File: src/logic/lcd_pkg.sv
`default_nettype none

package lcd_pkg;

    // bus and host word widths
    localparam int unsigned data_w = 8;
    localparam int unsigned word_w = 32;

    // command word layout, count field sits above the command byte
    localparam int unsigned count_field_lsb = 8;
    localparam int unsigned count_field_w = 4;

    // parameter byte count limits
    localparam int unsigned max_params = 4;
    localparam int unsigned count_w = 3;
    localparam logic [count_w-1:0] params_cap = count_w'(max_params);

    // per-command parameter counts
    localparam logic [count_w-1:0] params_addr = 3'd4;
    localparam logic [count_w-1:0] params_mem = 3'd2;
    localparam logic [count_w-1:0] params_cfg = 3'd1;
    localparam logic [count_w-1:0] params_none = 3'd0;

    // settle delay after reset and sleep commands
    localparam int unsigned settle_cycles = 48000;
    localparam int unsigned settle_w = 24;
    // one cycle is already spent passing settle_start into the timer
    localparam logic [settle_w-1:0] settle_load = settle_w'(settle_cycles - 1);

    // display command codes
    localparam logic [data_w-1:0] cmd_nop = 8'h00;
    localparam logic [data_w-1:0] cmd_swreset = 8'h01;
    localparam logic [data_w-1:0] cmd_sleep_in = 8'h10;
    localparam logic [data_w-1:0] cmd_sleep_out = 8'h11;
    localparam logic [data_w-1:0] cmd_disp_off = 8'h28;
    localparam logic [data_w-1:0] cmd_disp_on = 8'h29;
    localparam logic [data_w-1:0] cmd_caset = 8'h2A;
    localparam logic [data_w-1:0] cmd_paset = 8'h2B;
    localparam logic [data_w-1:0] cmd_ramwr = 8'h2C;
    localparam logic [data_w-1:0] cmd_ramrd = 8'h2E;
    localparam logic [data_w-1:0] cmd_madctl = 8'h36;
    localparam logic [data_w-1:0] cmd_pixfmt = 8'h3A;

    // byte phases on the bus: two setup cycles then the strobe
    localparam int unsigned phase_w = 2;
    localparam logic [phase_w-1:0] phase_setup = 2'd0;
    localparam logic [phase_w-1:0] phase_hold = 2'd1;
    localparam logic [phase_w-1:0] phase_strobe = 2'd2;

    // host word capture
    typedef enum logic [1:0] {
        dec_idle,
        dec_wait_param,
        dec_wait_done
    } dec_state_e;

    // bus sequencer
    typedef enum logic [1:0] {
        seq_idle,
        seq_send,
        seq_finish,
        seq_settle
    } seq_state_e;

endpackage

`default_nettype wire

File: src/logic/lcd_bus_sequencer.sv
`timescale 1ns/10ps
`default_nettype none

module lcd_bus_sequencer (
    input  wire logic                          clk,
    input  wire logic                          nrst,
    input  wire logic                          start,
    input  wire logic [lcd_pkg::data_w-1:0]    cmd_byte,
    input  wire logic [lcd_pkg::word_w-1:0]    param_word,
    input  wire logic [lcd_pkg::count_w-1:0]   param_count,
    input  wire logic                          settle,
    input  wire logic                          settle_done,
    output logic      [lcd_pkg::data_w-1:0]    outputs,
    output logic                               wrx,
    output logic                               csx,
    output logic                               dcx,
    output logic                               busy,
    output logic                               settle_start,
    output logic                               done
);

    lcd_pkg::seq_state_e state;

    logic [lcd_pkg::phase_w-1:0] phase;
    logic [lcd_pkg::count_w-1:0] bytes_left;
    logic [lcd_pkg::word_w-1:0]  shift_reg;
    logic                        settle_q;

    always_ff @(posedge clk or negedge nrst) begin
        if (!nrst) begin
            state <= lcd_pkg::seq_idle;
            phase <= lcd_pkg::phase_setup;
            bytes_left <= '0;
            outputs <= '0;
            wrx <= 1'b0;
            csx <= 1'b1;
            dcx <= 1'b0;
            busy <= 1'b0;
            settle_start <= 1'b0;
            done <= 1'b0;
        end else begin
            settle_start <= 1'b0;
            done <= 1'b0;
            case (state)
                lcd_pkg::seq_idle: begin
                    if (start) begin
                        // command byte goes out first with dcx low
                        state <= lcd_pkg::seq_send;
                        phase <= lcd_pkg::phase_setup;
                        bytes_left <= param_count;
                        outputs <= cmd_byte;
                        csx <= 1'b0;
                        dcx <= 1'b0;
                        busy <= 1'b1;
                    end
                end
                lcd_pkg::seq_send: begin
                    case (phase)
                        lcd_pkg::phase_setup: begin
                            phase <= lcd_pkg::phase_hold;
                        end
                        lcd_pkg::phase_hold: begin
                            phase <= lcd_pkg::phase_strobe;
                            wrx <= 1'b1;
                        end
                        lcd_pkg::phase_strobe: begin
                            // wrx falls here, the display has sampled on its rise
                            wrx <= 1'b0;
                            phase <= lcd_pkg::phase_setup;
                            if (bytes_left != '0) begin
                                outputs <= shift_reg[lcd_pkg::word_w-1 -: lcd_pkg::data_w];
                                dcx <= 1'b1;
                                bytes_left <= bytes_left - 1'b1;
                            end else begin
                                state <= lcd_pkg::seq_finish;
                            end
                        end
                        default: begin
                            phase <= lcd_pkg::phase_setup;
                        end
                    endcase
                end
                lcd_pkg::seq_finish: begin
                    csx <= 1'b1;
                    dcx <= 1'b0;
                    if (settle_q) begin
                        // busy is held until the timer reports back
                        state <= lcd_pkg::seq_settle;
                        settle_start <= 1'b1;
                    end else begin
                        state <= lcd_pkg::seq_idle;
                        busy <= 1'b0;
                        done <= 1'b1;
                    end
                end
                lcd_pkg::seq_settle: begin
                    if (settle_done) begin
                        state <= lcd_pkg::seq_idle;
                        busy <= 1'b0;
                        done <= 1'b1;
                    end
                end
                default: begin
                    state <= lcd_pkg::seq_idle;
                end
            endcase
        end
    end

    // parameter bytes leave from the top of the word
    always_ff @(posedge clk) begin
        if ((state == lcd_pkg::seq_idle) && start) begin
            shift_reg <= param_word;
            settle_q <= settle;
        end else if ((state == lcd_pkg::seq_send) && (phase == lcd_pkg::phase_strobe) &&
                     (bytes_left != '0)) begin
            shift_reg <= shift_reg << lcd_pkg::data_w;
        end
    end

endmodule

`default_nettype wire

File: src/logic/lcd_cmd_decode.sv
`timescale 1ns/10ps
`default_nettype none

module lcd_cmd_decode (
    input  wire logic                          clk,
    input  wire logic                          nrst,
    input  wire logic [lcd_pkg::word_w-1:0]    inputs,
    input  wire logic                          enable_command,
    input  wire logic                          enable_parameter,
    input  wire logic                          done,
    output logic                               start,
    output logic      [lcd_pkg::data_w-1:0]    cmd_byte,
    output logic      [lcd_pkg::word_w-1:0]    param_word,
    output logic      [lcd_pkg::count_w-1:0]   param_count,
    output logic                               settle
);

    lcd_pkg::dec_state_e state;

    logic [lcd_pkg::count_field_w-1:0] raw_count;
    logic [lcd_pkg::count_w-1:0]       lookup_count;
    logic                              lookup_settle;
    logic                              accept_cmd;
    logic                              capture_param;

    // done frees the decoder in the same cycle, so a back-to-back command is kept
    assign accept_cmd = (state == lcd_pkg::dec_idle) ||
                        ((state == lcd_pkg::dec_wait_done) && done);
    assign capture_param = (state == lcd_pkg::dec_wait_param) && enable_parameter;

    // parameter count lookup on the incoming command word
    always_comb begin
        raw_count = inputs[lcd_pkg::count_field_lsb +: lcd_pkg::count_field_w];
        lookup_settle = 1'b0;
        case (inputs[lcd_pkg::data_w-1:0])
            lcd_pkg::cmd_caset, lcd_pkg::cmd_paset: lookup_count = lcd_pkg::params_addr;
            lcd_pkg::cmd_ramwr, lcd_pkg::cmd_ramrd: lookup_count = lcd_pkg::params_mem;
            lcd_pkg::cmd_pixfmt, lcd_pkg::cmd_madctl: lookup_count = lcd_pkg::params_cfg;
            lcd_pkg::cmd_swreset, lcd_pkg::cmd_sleep_in, lcd_pkg::cmd_sleep_out: begin
                lookup_count = lcd_pkg::params_none;
                lookup_settle = 1'b1;
            end
            lcd_pkg::cmd_nop, lcd_pkg::cmd_disp_off, lcd_pkg::cmd_disp_on: begin
                lookup_count = lcd_pkg::params_none;
            end
            default: begin
                // unknown command, count from the host capped at four
                if (raw_count > lcd_pkg::max_params) begin
                    lookup_count = lcd_pkg::params_cap;
                end else begin
                    lookup_count = raw_count[lcd_pkg::count_w-1:0];
                end
            end
        endcase
    end

    always_ff @(posedge clk or negedge nrst) begin
        if (!nrst) begin
            state <= lcd_pkg::dec_idle;
            start <= 1'b0;
        end else begin
            start <= 1'b0;
            if (accept_cmd) begin
                state <= enable_command ? lcd_pkg::dec_wait_param : lcd_pkg::dec_idle;
            end else if (capture_param) begin
                state <= lcd_pkg::dec_wait_done;
                start <= 1'b1;
            end
        end
    end

    // latched command and parameters
    always_ff @(posedge clk) begin
        if (accept_cmd && enable_command) begin
            cmd_byte <= inputs[lcd_pkg::data_w-1:0];
            param_count <= lookup_count;
            settle <= lookup_settle;
        end
        if (capture_param) begin
            param_word <= inputs;
        end
    end

endmodule

`default_nettype wire

File: src/logic/lcd_ctrl_top.sv
`timescale 1ns/10ps
`default_nettype none

module lcd_ctrl_top (
    input  wire logic                          clk,
    input  wire logic                          nrst,
    input  wire logic [lcd_pkg::word_w-1:0]    inputs,
    input  wire logic                          enable_command,
    input  wire logic                          enable_parameter,
    output logic      [lcd_pkg::data_w-1:0]    outputs,
    output logic                               wrx,
    output logic                               csx,
    output logic                               dcx,
    output logic                               busy
);

    // decode to sequencer
    logic                          start;
    logic [lcd_pkg::data_w-1:0]    cmd_byte;
    logic [lcd_pkg::word_w-1:0]    param_word;
    logic [lcd_pkg::count_w-1:0]   param_count;
    logic                          settle;

    // sequencer handshakes with timer and decoder
    logic settle_start;
    logic settle_done;
    logic done;

    lcd_cmd_decode lcd_cmd_decode_inst (
        .clk              (clk),
        .nrst             (nrst),
        .inputs           (inputs),
        .enable_command   (enable_command),
        .enable_parameter (enable_parameter),
        .done             (done),
        .start            (start),
        .cmd_byte         (cmd_byte),
        .param_word       (param_word),
        .param_count      (param_count),
        .settle           (settle)
    );

    lcd_bus_sequencer lcd_bus_sequencer_inst (
        .clk          (clk),
        .nrst         (nrst),
        .start        (start),
        .cmd_byte     (cmd_byte),
        .param_word   (param_word),
        .param_count  (param_count),
        .settle       (settle),
        .settle_done  (settle_done),
        .outputs      (outputs),
        .wrx          (wrx),
        .csx          (csx),
        .dcx          (dcx),
        .busy         (busy),
        .settle_start (settle_start),
        .done         (done)
    );

    lcd_settle_timer lcd_settle_timer_inst (
        .clk          (clk),
        .nrst         (nrst),
        .settle_start (settle_start),
        .settle_done  (settle_done)
    );

endmodule

`default_nettype wire

File: src/logic/lcd_settle_timer.sv
`timescale 1ns/10ps
`default_nettype none

module lcd_settle_timer (
    input  wire logic clk,
    input  wire logic nrst,
    input  wire logic settle_start,
    output logic      settle_done
);

    logic [lcd_pkg::settle_w-1:0] count;
    logic [lcd_pkg::settle_w-1:0] count_next;

    assign count_next = count - 1'b1;

    // zero count means idle
    always_ff @(posedge clk or negedge nrst) begin
        if (!nrst) begin
            count <= '0;
            settle_done <= 1'b0;
        end else begin
            settle_done <= 1'b0;
            if (settle_start) begin
                count <= lcd_pkg::settle_load;
            end else if (count != '0) begin
                count <= count_next;
                // pulse on the step into zero
                settle_done <= (count_next == '0);
            end
        end
    end

endmodule

`default_nettype wire

File: config.mk
export PLATFORM = sky130hd
export DESIGN_NAME = lcd_ctrl_top
export DESIGN_NICKNAME = d
export VERILOG_FILES = /design/src/logic/lcd_pkg.sv /design/src/logic/lcd_bus_sequencer.sv /design/src/logic/lcd_cmd_decode.sv /design/src/logic/lcd_ctrl_top.sv /design/src/logic/lcd_settle_timer.sv
export SDC_FILE = /design/constraint.sdc
export NUM_CORES = 1
export LEC_CHECK = 0
export BUFFER_PORTS_ARGS = -buffer_cell sky130_fd_sc_hd__clkbuf_2
export CAP_MARGIN = 20
export CORE_MARGIN = 3
export CORE_UTILIZATION = 50
export DETAILED_ROUTE_END_ITERATION = 10
export GPL_TIMING_DRIVEN = 0
export PLACE_DENSITY = 0.69
export SLEW_MARGIN = 10
export SYNTH_ARGS = -nofsm -noshare
export SYNTH_HDL_FRONTEND = slang
export SYNTH_SLANG_ARGS = --single-unit
File: constraint.sdc
create_clock -name clk -period 2.95 [get_ports clk]
set_clock_uncertainty 0.2 [all_clocks]
set_input_delay 0.59 -clock clk [delete_from_list [all_inputs] [get_ports clk]]
set_output_delay 0.59 -clock clk [all_outputs]
set_load 0.03 [all_outputs]
==> flow_metrics.py, run 1 <==
metrics = {
    "yosys": {
        "yosysWarnings": 0,
        "synth_ff_type": "edfxtp_1",
        "synth_common_cells": "edfxtp_1, dfrtp_1, nor2_1, nand2_1, o21ai_0",
        "ys_types": 49,
        "avgSynthCellArea_um2": 13.2,
        "synth_fp_nets": 452,
        "yosys.area.top_type": "edfxtp_1",
        "postSynthCellCount": 409,
        "synth.most_common_cell": "edfxtp_1",
        "yosys-top-cells-area": "edfxtp_1, dfrtp_1, mux2_2, xnor2_1, o21ai_0",
        "ys_seq_area_share_pct": 65.5,
        "synth.cell_area_mm2": 0.00540,
        "synth_top_area_share_pct": 42.8,
        "async_flop_share_pct": 38.9,
        "synth_edf_count": 77,
        "synth-seq-cells": 126,
    },
    "route": {
        "post-route-drc-count": 0,
        "firstDrtPassIters": 4,
        "route.vias.total": 3450,
        "drt_wl_total_mm": 10.6,
        "antenna_left": 0,
        "wl_per_cell_um": 16.9,
        "drt_iter0_drc": 179,
        "viasPerCell": 5.49,
    },
    "finish": {
        "fin_area_mm2": 0.00645,
        "synthToLayoutAreaGrowth_pct": 19.5,
        "layout.nets": 522,
        "n_antenna_cell": 0,
        "layout-drive-gt1-share_pct": 23.4,
        "post-route-util_pct": 62.0,
    },
    "timing": {
        "slew_headroom_pct": 51.5,
        "post-route-min-period_ps": 2630,
        "clock.fmax_mhz": 380,
        "setup_viol": 0,
        "finalHoldViolCount": 0,
        "rsz0062_at_grt": "false",
        "fin_crit_sh_pct": 89.2,
        "fin_hold_ws_ps": 44.0,
        "tightest_slew_ps": 727,
        "finalSetupTns_ps": 0,
        "slew_violations": 0,
    },
    "cts": {
        "path_clk_slew_ps": 60,
        "cts_tree": "yes",
        "htreeDepth": 4,
        "cts_made_buffers": 17,
        "postCtsSetupRepairBufs": 0,
        "cts_root_buf": "clkbuf_8",
        "insertion_delay_ps": 520,
        "clock-sinks": 126,
        "clockBufferDepth": 2,
    },
    "floorplan": {
        "die_area_mm2": 0.0121,
        "rows": 37,
        "die_x_um": 110,
        "core-area_mm2": 0.0104,
        "boundaryPins": 48,
        "start_util_pct": 51.8,
        "die_y_um": 110,
    },
    "global_routing": {
        "grt_usage_pct": 19.5,
        "grt_pass1_vias": 3512,
        "antenna_found_initial": 0,
        "grt_pass1_wl_mm": 17.4,
        "grt_max_degree": 35,
        "gr-total-overflow": 0,
    },
    "place": {
        "postPlaceCellArea_mm2": 0.00587,
        "hpwl_mm": 7.08,
        "gp_congestion": 0.914,
        "numPortBuffers": 47,
    },
    "worst_setup_path": {
        "end_kind": "register",
        "r2r-start": "lcd_settle_timer_inst.count[0]$_DFFE_PN0P_",
        "worst_r2r_endpoint": "lcd_settle_timer_inst.count[14]$_DFFE_PN0P_",
        "ff2ff_path_depth": 8,
        "crit_type": "reg -> reg",
        "path_max_fanout": 10,
        "critPathLaunchType": "register",
        "r2r_slack_ps": 320,
        "cp.arrival_ps": 2820,
        "required_ps": 3140,
    },
    "flow_run": {
        "cap_violations": 0,
    },
    "hold_path": {
        "min_path_type": "in -> reg",
        "holdPathStages": 1,
        "holdPathEnd": "lcd_cmd_decode_inst.param_word[29]$_DFFE_PP_",
        "min-delay-start": "inputs[29]",
    },
    "power_and_ir_drop": {
        "ir_drop_mv": 0.487,
        "totalPowerFinal_mw": 3.88,
        "power_leakage_nw": 2.42,
        "pwr_density_cell_mw_per_mm2": 602,
    },
    "outcome": {
        "status": "completed",
    },
}
worst max-delay path: stages, from the launching register on:
cell     delay, ps
dfrtp_1        410
inv_1          100
ha_1           240
nor4b_2        310
nand4_1        390
nor4_4         420
or2_2          190
buf_4          170
nor2_1          60
layer usage:
metal  track usage [%]  wire, um  vias up
li1                  -         -     1629
met1              23.5      4360     1711
met2              32.5      5540       92
met3              6.46       523       18
met4              7.57       161        0
met5                 0         0        -
cells in the final DEF, fill, tap and decap left out, types with 4 or more instances in the layout:
| cell type | n |
|---|---|
| nor4_1 | 4 |
| clkbuf_2 | 47 |
| ha_1 | 7 |
| nor3_1 | 12 |
| clkbuf_16 | 16 |
| nor2b_1 | 4 |
| nand2_1 | 28 |
| nor2_1 | 30 |
| nand4b_1 | 4 |
| mux2i_1 | 9 |
| clkinvlp_4 | 4 |
| edfxtp_1 | 77 |
| nand4_1 | 4 |
| o21bai_1 | 12 |
| and2_1 | 10 |
| xnor2_1 | 20 |
| nand3_1 | 6 |
| mux2_2 | 24 |
| o21ai_0 | 26 |
| a21oi_1 | 6 |
| nand2b_1 | 5 |
| dfrtp_1 | 48 |
| clkbuf_1 | 14 |
| inv_1 | 14 |
| or3_1 | 5 |
worst max path at each step:
stage | from | end | slack (ps) | depth (start not counted)
6_report | lcd_settle_timer_inst.count[0]$_DFFE_PN0P_ | lcd_settle_timer_inst.count[14]$_DFFE_PN0P_ | 320 | 8
5_1_grt | lcd_settle_timer_inst.count[0]$_DFFE_PN0P_ | lcd_settle_timer_inst.count[20]$_DFFE_PN0P_ | 70 | 8
4_1_cts | lcd_bus_sequencer_inst.state[0]$_DFFE_PN0P_ | lcd_bus_sequencer_inst.bytes_left[2]$_DFFE_PN0P_ | 50 | 7
3_5_place_dp | lcd_bus_sequencer_inst.state[0]$_DFFE_PN0P_ | lcd_bus_sequencer_inst.bytes_left[2]$_DFFE_PN0P_ | 100 | 7
3_3_place_gp | enable_parameter | lcd_cmd_decode_inst.param_word[7]$_DFFE_PP_ | -560 | 3
2_1_floorplan | enable_parameter | lcd_cmd_decode_inst.param_word[0]$_DFFE_PP_ | 290 | 2
timing repair:
item | 4_1_cts | 5_1_grt
hold buffers | 1 | 0
setup endpoints to repair | 0 | 55
gates resized for setup | 0 | 2
endpoints found under the hold margin | 19 | 0
area by class of cell:
cell class	count	area (um2)
inverter	15	56.3
clock inverter	13	141
timing repair buffer	51	300
clock buffer	19	422
multi-input combinational	254	1770
buffer	14	57.6
tap	136	170
sequential	126	3540
fill	839	3960
where the power goes:
part           switching [mW]  leakage (nW)  internal, mW
clock                   0.750         0.260          1.20
combinational          0.0364         0.897        0.0247
sequential           0.000808          1.27          1.87
total                   0.788          2.42          3.10
through the flow:
step           worst slack (ps)  instances
3_5_place_dp                103        595
5_1_grt                    66.3        628
4_1_cts                    49.9        628
6_report                    319        628
3_3_place_gp               -563        592
2_1_floorplan               294        409
kinds of logic after synthesis:
family | Yosys count | synth area share [%]
xor+xnor | 23 | 3.73
mux | 33 | 6.67
simple gates | 133 | 13.5
buf+inv | 29 | 2.11
fa+ha+maj | 7 | 1.62
flops | 126 | 65.5
compound gates | 58 | 6.79
Note: power is estimated with default switching activity, not from simulation.
==> run 2: changes to the inputs <==
--- a/config.mk
+++ b/config.mk
@@ -5,13 +5,12 @@
 export SDC_FILE = /design/constraint.sdc
 export NUM_CORES = 1
 export LEC_CHECK = 0
-export BUFFER_PORTS_ARGS = -buffer_cell sky130_fd_sc_hd__clkbuf_2
 export CAP_MARGIN = 20
 export CORE_MARGIN = 3
 export CORE_UTILIZATION = 50
 export DETAILED_ROUTE_END_ITERATION = 10
+export DONT_BUFFER_PORTS = 1
 export GPL_TIMING_DRIVEN = 0
-export PLACE_DENSITY = 0.69
 export SLEW_MARGIN = 10
 export SYNTH_ARGS = -nofsm -noshare
 export SYNTH_HDL_FRONTEND = slang
==> flow_metrics.py, run 2 (same netlist as run 1, synthesis figures left out) <==
metrics = {
    "worst_setup_path": {
        "path_buf_inv": 1,
        "critPathLaunchType": "register",
        "required_ps": 3150,
        "critical_path.top_delay_family": "simple AND/OR/NAND/NOR gates",
        "path_max_fanout": 7,
        "path_common_cell": "nand4_1",
        "cp.arrival_ps": 2910,
        "cp_slowest_stage_delay_ps": 400,
        "crit_type": "reg -> reg",
        "path_cells": "inv_1, ha_1, nor4b_2, nand4_1, nor2_1, nand4_1, a32o_1, a211oi_1",
        "slowest_stage": "dfrtp_1",
        "end_kind": "register",
    },
    "floorplan": {
        "boundaryPins": 48,
        "die_area_mm2": 0.0121,
        "die_y_um": 110,
        "start_util_pct": 51.8,
        "core-area_mm2": 0.0104,
        "rows": 37,
        "die_x_um": 110,
    },
    "place": {
        "placed_cells": 547,
        "hpwl_mm": 6.86,
        "numPortBuffers": 0,
        "gp_congestion": 0.867,
    },
    "finish": {
        "multi_input_area_mm2": 0.00177,
        "regArea_mm2": 0.00354,
        "layout.cells.most_common": "edfxtp_1",
        "post-route-util_pct": 63.2,
        "finalNonFillerCells": 613,
        "n_antenna_cell": 0,
        "fillers": 817,
        "layout-drive-gt1-share_pct": 14.5,
        "synthToLayoutAreaGrowth_pct": 21.9,
        "final_cell_mix": "edfxtp_1, dfrtp_1, dlygate4sd3_1, nor2_1, nand2_1",
        "layout.nets": 507,
    },
    "cts": {
        "cts_root_buf": "clkbuf_8",
        "cts_made_buffers": 17,
        "cts_tree": "yes",
        "path_clk_slew_ps": 60,
        "insertion_delay_ps": 530,
        "clockBufferDepth": 2,
        "clock-sinks": 126,
        "htreeDepth": 4,
    },
    "timing": {
        "finalHoldViolCount": 0,
        "fin_crit_sh_pct": 91.9,
        "rsz0062_at_grt": "false",
        "tightest_slew_ps": 765,
        "slew_headroom_pct": 49.0,
        "setup_viol": 0,
        "post-route-min-period_ps": 2710,
        "clock.fmax_mhz": 369,
        "slew_violations": 0,
    },
    "power_and_ir_drop": {
        "pwr_density_cell_mw_per_mm2": 618,
        "power_leakage_nw": 2.38,
        "ir_drop_mv": 0.545,
    },
    "route": {
        "wl_per_cell_um": 17.7,
        "firstDrtPassIters": 4,
        "viasPerCell": 5.43,
        "route.vias.total": 3330,
        "drt_wl_total_mm": 10.8,
        "post-route-drc-count": 0,
        "antenna_left": 0,
        "drt_iter0_drc": 217,
    },
    "hold_path": {
        "min_path_type": "in -> reg",
    },
    "global_routing": {
        "grt_usage_pct": 19.7,
        "gr-total-overflow": 0,
        "grt_max_degree": 50,
        "grt_pass1_vias": 3273,
        "antenna_found_initial": 0,
        "grt_pass1_wl_mm": 17.2,
    },
    "flow_run": {
        "cap_violations": 0,
    },
    "outcome": {
        "status": "completed",
    },
}
-- run 2: changes by cell type in the layout (fill, tap and decap cells not counted), moves of 2 or more --
cell / before / now
clkinv_1: 2 / 0
inv_6: 2 / 0
clkinv_2: 0 / 3
bufinv_16: 2 / 4
clkinv_4: 3 / 1
clkbuf_2: 47 / 0
dlygate4sd3_1: 1 / 33
-- run 2: cell type report --
class	count	area share, %
Tap cell	136	2.59
Inverter	15	0.855
Sequential cell	126	53.8
Clock buffer	21	6.67
Clock inverter	11	2.53
Timing Repair Buffer	36	5.85
Buffer	14	0.874
Multi-Input combinational cell	254	26.9
-- run 2: routing by layer --
layer / share of wire (%) / GRT usage (%) / up-vias / wire length (um)
met5: 0 / 0 / - / 0
met4: 1.9 / 8.37 / 0 / 205
met3: 7.4 / 7.93 / 18 / 806
met2: 44 / 27.5 / 96 / 4720
met1: 47 / 27.0 / 1616 / 5110
li1: - / - / 1600 / -
-- run 2: power by group --
part / internal (mW) / leakage (nW) / switching (mW)
Clock: 1.39 / 0.288 / 0.744
Sequential: 1.87 / 1.27 / 0.000717
Combinational: 0.0382 / 0.829 / 0.0290
Total: 3.30 / 2.38 / 0.774
-- run 2: timing repair --
item	CTS	global route
setup buffers	0	0
hold endpoints to repair	89	0
gates cloned	0	0
hold buffers	34	0
endpoints found under the setup margin	3	22
gates resized for setup	1	1
-- run 2: final timing paths --
check | from | to | slack, ps | depth (start not counted)
setup / recovery | lcd_settle_timer_inst.count[0]$_DFFE_PN0P_ | lcd_settle_timer_inst.settle_done$_DFF_PN0_ | 240 | 8
hold / removal | inputs[0] | lcd_cmd_decode_inst.settle$_DFFE_PP_ | 50 | 1
setup reg to reg | lcd_settle_timer_inst.count[0]$_DFFE_PN0P_ | lcd_settle_timer_inst.settle_done$_DFF_PN0_ | 240 | 8
hold reg to reg | lcd_cmd_decode_inst.settle$_DFFE_PP_ | lcd_bus_sequencer_inst.settle_q$_DFFE_PP_ | 220 | 0
max in group asynchronous | nrst | lcd_bus_sequencer_inst.csx$_DFFE_PN1P_ | 1890 | 2
min in group asynchronous | nrst | lcd_settle_timer_inst.count[9]$_DFFE_PN0P_ | 370 | 2
-- run 2: stage by stage --
stage          TNS (ps)  setup WS, ps  total power, mW  hold WS [ps]  area (um2)
5_1_grt               0          42.5             4.20          30.4        6580
3_5_place_dp      -3.17         -3.17             1.92          96.3        5610
6_report              0           239             4.07          53.8        6580
3_3_place_gp     -25750          -465             1.91          96.1        5570
4_1_cts               0          71.6             4.11          25.2        6580
2_1_floorplan         0           294             1.91          94.4        5400
